### config.mk
export PLATFORM = sky130hd
export DESIGN_NAME = mmc_rd_top
export DESIGN_NICKNAME = d
export VERILOG_FILES = /design/src/mmc_pkg.sv /design/src/mmc_clk_gen.sv /design/src/mmc_crc_chk.sv /design/src/mmc_rd_adv.sv /design/src/mmc_rd_top.sv
export VERILOG_INCLUDE_DIRS = /design/src /design/src/src
export SDC_FILE = /design/constraint.sdc
export NUM_CORES = 1
export LEC_CHECK = 0
export ABC_AREA = 1
export BUFFER_PORTS_ARGS = -buffer_cell sky130_fd_sc_hd__buf_2
export CORE_MARGIN = 10
export CORE_UTILIZATION = 35
export DETAILED_ROUTE_END_ITERATION = 16
export PLACE_DENSITY = 0.52
export RECOVER_POWER = 100
export SLEW_MARGIN = 5
export SYNTH_ARGS = -nofsm -noshare
export SYNTH_HDL_FRONTEND = slang
export SYNTH_SLANG_ARGS = --single-unit
### constraint.sdc
create_clock -name clk -period 3.7 [get_ports clk]
set_input_delay 0.37 -clock clk [delete_from_list [all_inputs] [get_ports clk]]
set_output_delay 0.37 -clock clk [all_outputs]
set_load 0.1 [all_outputs]
### src/mmc_defs.svh
`ifndef MMC_DEFS_SVH
`define MMC_DEFS_SVH

// data bytes in one block.
`define MMC_BLK_SIZE 512

// width of the byte counter, log2 of the block size.
`define MMC_BLK_LOG2 9

// crc bytes that follow the data, sent serially on dat0.
`define MMC_CRC_BYTES 2

// clk cycles per card clock period, must be even and at least 2.
`define MMC_CLK_DIV 4

`endif // MMC_DEFS_SVH

### src/mmc_pkg.sv
package mmc_pkg;

  // data bus width of the card, 3 decodes as 8 bit.
  typedef enum logic [1:0] {
    BW_1 = 2'd0,
    BW_4 = 2'd1,
    BW_8 = 2'd2
  } bus_width_e;

  // what a delivered byte carries.
  typedef enum logic [1:0] {
    BK_DATA = 2'd0,
    BK_CRC  = 2'd1,
    BK_STOP = 2'd2
  } beat_kind_e;

  // one byte handed to the consumer.
  typedef struct packed {
    logic [7:0] data;
    beat_kind_e kind;
    logic       last; // final data byte or second crc byte.
  } rd_beat_t;

endpackage

### src/mmc_clk_gen.sv
`timescale 1ns/1ns
`include "mmc_defs.svh"

module mmc_clk_gen (
  input  logic clk,
  input  logic arst_n_i,
  input  logic enable_i,
  input  logic tick_i,
  output logic mmc_clk_o,
  output logic done_o
);

  localparam int DIV  = `MMC_CLK_DIV;
  localparam int HALF = DIV / 2;
  localparam int CW   = $clog2(DIV);

  localparam logic [CW-1:0] CNT_LAST = CW'(DIV - 1);
  localparam logic [CW-1:0] CNT_HIGH = CW'(HALF);

  // position inside the card clock period, 0 is the first low cycle.
  logic [CW-1:0] cnt_q;

  // a period only leaves count 0 when a tick is asked for.
  // once started it always runs to its end.
  always_ff @(posedge clk or negedge arst_n_i) begin
    if (!arst_n_i) begin
      cnt_q <= '0;
    end else if (!enable_i) begin
      cnt_q <= '0;
    end else if (cnt_q == CNT_LAST) begin
      cnt_q <= '0;
    end else if (cnt_q != '0 || tick_i) begin
      cnt_q <= cnt_q + 1'b1;
    end
  end

  assign mmc_clk_o = (cnt_q >= CNT_HIGH); // low half, then high half.
  assign done_o    = (cnt_q == CNT_HIGH); // rising edge, dat is sampled here.

  // the sample strobe only ever marks a real rising edge.
  a_done_on_rise: assert property (
    @(posedge clk) disable iff (!arst_n_i)
    done_o |-> !$past(mmc_clk_o)
  );

endmodule

### src/mmc_crc_chk.sv
`timescale 1ns/1ns
`include "mmc_defs.svh"

module mmc_crc_chk (
  input  logic              clk,
  input  logic              arst_n_i,
  input  logic              enable_i,
  input  logic              ack_i,
  input  mmc_pkg::rd_beat_t beat_i,
  output logic              crc_ok_o,
  output logic              crc_err_o
);

  localparam int RX_W = `MMC_CRC_BYTES * 8;

  logic            busy_q; // inside a block, crc register is live.
  logic            cmp_q;
  logic [15:0]     crc_q;
  logic [RX_W-1:0] rx_q;   // received crc, high byte first.

  logic data_beat;
  logic crc_beat;

  // crc-16-ccitt, poly 0x1021, one byte msb first.
  function automatic logic [15:0] crc16_byte(input logic [15:0] crc, input logic [7:0] d);
    logic [15:0] c;
    logic        fb;
    c = crc;
    for (int i = 7; i >= 0; i--) begin
      fb = c[15] ^ d[i];
      c  = {c[14:0], 1'b0} ^ (fb ? 16'h1021 : 16'h0000);
    end
    return c;
  endfunction

  assign data_beat = ack_i && (beat_i.kind == mmc_pkg::BK_DATA);
  assign crc_beat  = ack_i && (beat_i.kind == mmc_pkg::BK_CRC);

  always_ff @(posedge clk or negedge arst_n_i) begin
    if (!arst_n_i) begin
      busy_q <= 1'b0;
      cmp_q  <= 1'b0;
    end else if (!enable_i) begin
      busy_q <= 1'b0;
      cmp_q  <= 1'b0;
    end else begin
      cmp_q <= crc_beat && beat_i.last;
      if (data_beat) begin
        busy_q <= 1'b1;
      end else if (cmp_q) begin
        busy_q <= 1'b0; // next data beat opens a new block.
      end
    end
  end

  always_ff @(posedge clk) begin
    if (data_beat) begin
      crc_q <= crc16_byte(busy_q ? crc_q : 16'h0000, beat_i.data);
    end
    if (crc_beat) begin
      rx_q <= {rx_q[RX_W-9:0], beat_i.data};
    end
  end

  assign crc_ok_o  = cmp_q && (rx_q == crc_q);
  assign crc_err_o = cmp_q && (rx_q != crc_q);

  // a result only ever follows the final crc beat, and it is one or the other.
  a_one_result: assert property (
    @(posedge clk) disable iff (!arst_n_i)
    (crc_ok_o || crc_err_o) |->
      $onehot({crc_ok_o, crc_err_o}) &&
      $past(ack_i && beat_i.last && beat_i.kind == mmc_pkg::BK_CRC)
  );

endmodule

### src/mmc_rd_adv.sv
`timescale 1ns/1ns
`include "mmc_defs.svh"

module mmc_rd_adv (
  input  logic                clk,
  input  logic                arst_n_i,
  input  logic                enable_i,
  input  mmc_pkg::bus_width_e bus_width_i,
  input  logic [7:0]          mmc_dat_i,
  input  logic                bus_req_i,
  input  logic                clk_done_i,
  output mmc_pkg::rd_beat_t   beat_o,
  output logic                bus_ack_o,
  output logic                clk_tick_o
);

  localparam int BLK_W = `MMC_BLK_LOG2;

  localparam logic [BLK_W-1:0] LAST_DATA = BLK_W'(`MMC_BLK_SIZE - 1);
  localparam logic [BLK_W-1:0] LAST_CRC  = BLK_W'(`MMC_CRC_BYTES - 1);

  typedef enum logic [2:0] {
    ST_IDLE,
    ST_SEARCH,
    ST_DATA,
    ST_CRC,
    ST_STOP
  } state_e;

  // how the dat lines fill the accumulator.
  typedef enum logic [1:0] {
    SH_1,
    SH_4,
    SH_8
  } shift_e;

  state_e            state_q;
  logic [BLK_W-1:0]  cnt_q;  // beat within the phase.
  logic [2:0]        bit_q;  // samples taken for the current byte.
  logic [7:0]        acc_q;
  logic              req_q;
  logic              ack_q;
  mmc_pkg::rd_beat_t beat_q;

  shift_e                 shift;
  logic [2:0]             targ;
  logic [7:0]             acc_nxt;
  logic                   in_xfer;
  logic                   byte_done;
  mmc_pkg::beat_kind_e    kind;
  logic                   last;

  assign in_xfer = (state_q == ST_DATA) || (state_q == ST_CRC) || (state_q == ST_STOP);

  // crc bytes are always serial on dat0, stop is a single sample.
  always_comb begin
    shift = SH_8;
    if (state_q == ST_CRC) begin
      shift = SH_1;
    end else if (state_q == ST_DATA) begin
      case (bus_width_i)
        mmc_pkg::BW_1: shift = SH_1;
        mmc_pkg::BW_4: shift = SH_4;
        default:       shift = SH_8;
      endcase
    end
  end

  always_comb begin
    case (shift)
      SH_1: begin
        targ    = 3'd7;
        acc_nxt = {acc_q[6:0], mmc_dat_i[0]}; // msb first.
      end
      SH_4: begin
        targ    = 3'd1;
        acc_nxt = {acc_q[3:0], mmc_dat_i[3:0]}; // high nibble first.
      end
      default: begin
        targ    = 3'd0;
        acc_nxt = mmc_dat_i;
      end
    endcase
  end

  assign byte_done = in_xfer && clk_done_i && (bit_q == targ);

  always_comb begin
    case (state_q)
      ST_DATA: kind = mmc_pkg::BK_DATA;
      ST_CRC:  kind = mmc_pkg::BK_CRC;
      default: kind = mmc_pkg::BK_STOP;
    endcase
  end

  assign last = ((state_q == ST_DATA) && (cnt_q == LAST_DATA)) ||
                ((state_q == ST_CRC) && (cnt_q == LAST_CRC));

  // phase machine, it advances on the ack of each beat.
  always_ff @(posedge clk or negedge arst_n_i) begin
    if (!arst_n_i) begin
      state_q <= ST_IDLE;
      cnt_q   <= '0;
      bit_q   <= '0;
    end else if (!enable_i) begin
      state_q <= ST_IDLE;
      cnt_q   <= '0;
      bit_q   <= '0;
    end else begin
      case (state_q)
        ST_IDLE: begin
          state_q <= ST_SEARCH;
        end
        ST_SEARCH: begin
          if (clk_done_i && !mmc_dat_i[0]) begin // start bit.
            state_q <= ST_DATA;
            cnt_q   <= '0;
            bit_q   <= '0;
          end
        end
        default: begin
          if (clk_done_i) begin
            bit_q <= (bit_q == targ) ? 3'd0 : bit_q + 3'd1;
          end
          if (ack_q) begin
            case (state_q)
              ST_DATA: begin
                if (cnt_q == LAST_DATA) begin
                  cnt_q   <= '0;
                  state_q <= ST_CRC;
                end else begin
                  cnt_q <= cnt_q + 1'b1;
                end
              end
              ST_CRC: begin
                if (cnt_q == LAST_CRC) begin
                  cnt_q   <= '0;
                  state_q <= ST_STOP;
                end else begin
                  cnt_q <= cnt_q + 1'b1;
                end
              end
              default: begin
                state_q <= ST_SEARCH;
              end
            endcase
          end
        end
      endcase
    end
  end

  // request latch and ack strobe.
  always_ff @(posedge clk or negedge arst_n_i) begin
    if (!arst_n_i) begin
      req_q <= 1'b0;
      ack_q <= 1'b0;
    end else if (!enable_i) begin
      req_q <= 1'b0;
      ack_q <= 1'b0;
    end else begin
      ack_q <= byte_done;
      if (ack_q) begin
        req_q <= 1'b0;
      end
      if (bus_req_i) begin
        req_q <= 1'b1;
      end
    end
  end

  always_ff @(posedge clk) begin
    if (clk_done_i) begin
      acc_q <= acc_nxt;
    end
    if (byte_done) begin
      beat_q.data <= acc_nxt;
      beat_q.kind <= kind;
      beat_q.last <= last;
    end
  end

  assign beat_o    = beat_q;
  assign bus_ack_o = ack_q;

  // without a pending request the card clock stops, so no data is lost.
  assign clk_tick_o = (state_q == ST_SEARCH) || (in_xfer && req_q && !ack_q);

  a_ack_in_xfer: assert property (
    @(posedge clk) disable iff (!arst_n_i || !enable_i)
    bus_ack_o |-> (state_q != ST_IDLE) && (state_q != ST_SEARCH)
  );

  // while searching the clock keeps running and dat0 keeps being sampled.
  a_search_ticks: assert property (
    @(posedge clk) disable iff (!arst_n_i || !enable_i)
    (state_q == ST_SEARCH) |->
      clk_tick_o ##[0:`MMC_CLK_DIV] (clk_done_i || state_q != ST_SEARCH)
  );

endmodule

### src/mmc_rd_top.sv
`timescale 1ns/1ns

module mmc_rd_top (
  input  logic                clk,
  input  logic                arst_n_i,
  input  logic                enable_i,
  input  mmc_pkg::bus_width_e bus_width_i,
  input  logic [7:0]          mmc_dat_i,
  input  logic                bus_req_i,
  output logic                mmc_clk_o,
  output logic                bus_ack_o,
  output mmc_pkg::rd_beat_t   beat_o,
  output logic                crc_ok_o,
  output logic                crc_err_o
);

  logic clk_tick; // reader asks for card clocks.
  logic clk_done; // sample point, card clock rises.

  mmc_clk_gen u_clk_gen (
    .clk       (clk),
    .arst_n_i  (arst_n_i),
    .enable_i  (enable_i),
    .tick_i    (clk_tick),
    .mmc_clk_o (mmc_clk_o),
    .done_o    (clk_done)
  );

  mmc_rd_adv u_rd_adv (
    .clk         (clk),
    .arst_n_i    (arst_n_i),
    .enable_i    (enable_i),
    .bus_width_i (bus_width_i),
    .mmc_dat_i   (mmc_dat_i),
    .bus_req_i   (bus_req_i),
    .clk_done_i  (clk_done),
    .beat_o      (beat_o),
    .bus_ack_o   (bus_ack_o),
    .clk_tick_o  (clk_tick)
  );

  // the checker snoops the consumer port.
  mmc_crc_chk u_crc_chk (
    .clk       (clk),
    .arst_n_i  (arst_n_i),
    .enable_i  (enable_i),
    .ack_i     (bus_ack_o),
    .beat_i    (beat_o),
    .crc_ok_o  (crc_ok_o),
    .crc_err_o (crc_err_o)
  );

endmodule

==> impl_results.md <==
- Die Height: 122 µm
- Synth Register Bits: 71
- GRT Total Usage: 10.8%
- Final instance area: 4090 µm²
- M2 GR Usage: 16.6%
- Post-synthesis instance total: 371
- Worst-Skew Late Latency: 350 ps
- Io pins: 29
- Max Cap Violations: 0
- Max Root-Sink Buffers: 2
- Busiest layer in global routing: met2
- Crit path kind: reg -> out
- Worst Setup End Kind: output pin
- Worst EP required: 3330 ps
- Mean Syn Cell Area: 9.77 µm²
- Critical path launch point type: flip-flop
- Synth top area cells: edfxtp_1 (41%), dfrtp_1 (15%), nand2_1 (12%), xnor2_1 (7.0%), inv_1 (3.9%)
- Antenna violations before repair: 0
- Number of synthesized flops with an enable pin: 50
- TritonCTS Buffers: 9
- Largest area contributor in the netlist: edfxtp_1
- Post-Syn Area: 3620 µm²
- Final Hold Viols: 0
- Worst hold-check path type: in -> reg
- Final Critical Period: 2840 ps
- Final setup violation count: 0
- Reg-to-reg endpoint: u_rd_adv.cnt_q[4]
- Fmax: 353 MHz
- Hold Path Sink: u_rd_adv.req_q
- Post-synth top area share: 41.4%
- Cell variety after synth: 31
- IO buf count: 28
- Synth async-reset ratio: 29.6%
- Initial Util: 35.6%
- Die area: 14800 µm²
- Worst path slowest cell: clkbuf_1
- ANT cells: 0
- Crit-path max cell delay: 870 ps
- Synth Warn #: 0
- Worst Reg-to-Reg Cells: 9
- Placement Rows: 37
- # nets final: 430
- Crit Reg-Reg Startpoint: u_clk_gen.cnt_q[0]
- DRT Wirelength: 7.62 mm
- Worst Skew: 13.9 ps
- Met1 usage: 14.0%
- Core area: 10200 µm²
- Fin crit share: 76.7%
- Initial DRC Count: 184
- Commonest cells post-synth: nand2_1 (114), edfxtp_1 (50), inv_1 (38), xnor2_1 (29), nor2_1 (28)
- Routed length per instance: 13.9 µm
- Synth Flop Type: edfxtp_1
- Maximum VDD drop: 251 µV
- Post-Place Cell Area: 3930 µm²
- Crit-path cells: inv_1, ha_1, or2_2, clkbuf_1
- CTS clock-pin slew for the worst setup and hold paths: 80 ps
- Vias: 2540
- Die Span X: 122 µm
- Antenna Nets Post-Route: 0
- Status: completed
- Gr ovfl total: 0
- Number of global-route vias before repair: 2517
- Slew headroom: 18.2%
- Vias per cell: 4.62
- Worst Tran Pin Value: 1230 ps
- Power per cell area: 579 nW/µm²
- Area Overhead vs Synth: 12.9%
- Largest net degree at the start of global routing: 22
- Count leader, synth: nand2_1
- Met3 usage: 3.19%
- R2r setup slk: 1320 ps
- WHS Path Cells: 3
- Layout cells sized above 1: 9.18%
- First-pass GRT wire length: 12.7 mm
- Setup TNS: 0 ps
- Arrival @ worst endpoint: 2470 ps
- Htree depth: 3
- RePlAce Congestion: 0.887
- Sequential share of the synthesized area: 55.9%
- Detailed Routing Iterations Pass 1: 4
- Slew Limit Fails: 0
- Unrepaired setup endpoints after global routing: no
- CTS sink cnt: 71
- Root Driver: clkbuf_8
- Syn nets: 392
- TritonCTS clock tree: yes
- DRC: 0
- LEAKAGE: 0.00170 µW
- Crit path max fanout: 12
- Hold_sp: bus_req_i
- HPWL after detailed placement: 5.75 mm
## cells in the final DEF (no fill, tap or decap), types with 2 or more instances in the layout
cell | Yosys | layout
ha_1 | 7 | 7
dfrtp_1 | 21 | 21
o21ai_0 | 7 | 7
or2_2 | 3 | 3
bufinv_16 | 0 | 3
clkbuf_1 | 0 | 18
buf_2 | 1 | 11
a21o_1 | 2 | 2
nor3_1 | 2 | 2
clkinv_4 | 0 | 2
inv_1 | 38 | 40
nand3_2 | 4 | 3
nand2_1 | 114 | 115
nor2_1 | 28 | 30
inv_2 | 4 | 2
xor2_1 | 4 | 6
nand3_1 | 22 | 24
xnor2_1 | 29 | 30
edfxtp_1 | 50 | 50
nand4_1 | 14 | 15
a21oi_1 | 4 | 4
clkbuf_8 | 0 | 9
## where the power goes
| part | switching [µW] | total, µW | internal, µW | leakage (µW) |
|---|---|---|---|---|
| clock | 319 | 776 | 457 | 0.000126 |
| sequential | 53.0 | 999 | 946 | 0.000738 |
| combinational | 438 | 591 | 153 | 0.000834 |
| total | 810 | 2370 | 1560 | 0.00170 |
## layout make-up
cell class | instances | area [µm²]
clock inverters | 7 | 128
flip-flops and latches | 71 | 2030
repair buffers | 30 | 133
fillers | 1023 | 6090
multi-input cells | 254 | 1350
clock buffers | 9 | 124
well taps | 136 | 170
inverters | 43 | 163
## cells by family after synthesis
family          synth area share (%)
compound gates                  2.31
xor+xnor                        9.32
fa+ha+maj                       2.42
buf+inv                         5.04
flops                           55.9
simple gates                    25.0
## through the flow
step / util, % / setup slack, ps / total power, µW / hold slack (ps) / cells
6_report: 40.2 / 863 / 2370 / 292 / 550
5_1_grt: 40.2 / 689 / 2510 / 298 / 550
4_1_cts: 41.1 / 1270 / 2440 / 228 / 550
3_5_place_dp: 38.6 / 1660 / 1650 / 371 / 533
3_3_place_gp: 38.6 / 1680 / 1650 / 372 / 533
2_1_floorplan: - / 514 / 1510 / 74.4 / 371
## per-layer routing
layer | part of all wire (%) | wire, µm
met1 | 48 | 3630
met2 | 46 | 3510
met3 | 4.8 | 369
met4 | 1.4 | 105
met5 | 0 | 0
## flip-flops by register name (all words and copies together), names as in the netlist
signal / flops
u_crc_chk.busy_q: 1
u_rd_adv.state_q: 3
u_crc_chk.rx_q: 16
u_crc_chk.crc_q: 16
u_clk_gen.cnt_q: 2
u_rd_adv.bit_q: 3
u_rd_adv.bus_ack_o: 1
u_rd_adv.beat_o: 11
u_crc_chk.cmp_q: 1
u_rd_adv.acc_q: 7
u_rd_adv.req_q: 1
u_rd_adv.cnt_q: 9
## worst max-delay path by stage
stage	from	end	slack (ps)	cells after the start
5_1_grt	u_clk_gen.cnt_q[0]	mmc_clk_o	690	4
6_report	u_clk_gen.cnt_q[0]	mmc_clk_o	860	4
3_3_place_gp	u_rd_adv.state_q[2]	u_rd_adv.beat_o[5]	1680	7
3_5_place_dp	u_clk_gen.cnt_q[0]	u_rd_adv.beat_o[6]	1660	6
2_1_floorplan	u_crc_chk.crc_q[1]	crc_ok_o	510	5
4_1_cts	u_clk_gen.cnt_q[0]	mmc_clk_o	1270	4
## what timing repair did
item                      CTS  global route
hold endpoints to repair   21             0
hold buffers                1             0
buffers inserted            0             0
gates resized for setup     0             0
## worst max-delay path: cells and delay by family, from the launching register on
kind / cells / cell delay (ps)
buf+inv: 2 / 980
simple gates: 1 / 210
fa+ha+maj: 1 / 540
flops: 1 / 390
Note: power is estimated with default switching activity, not from simulation.
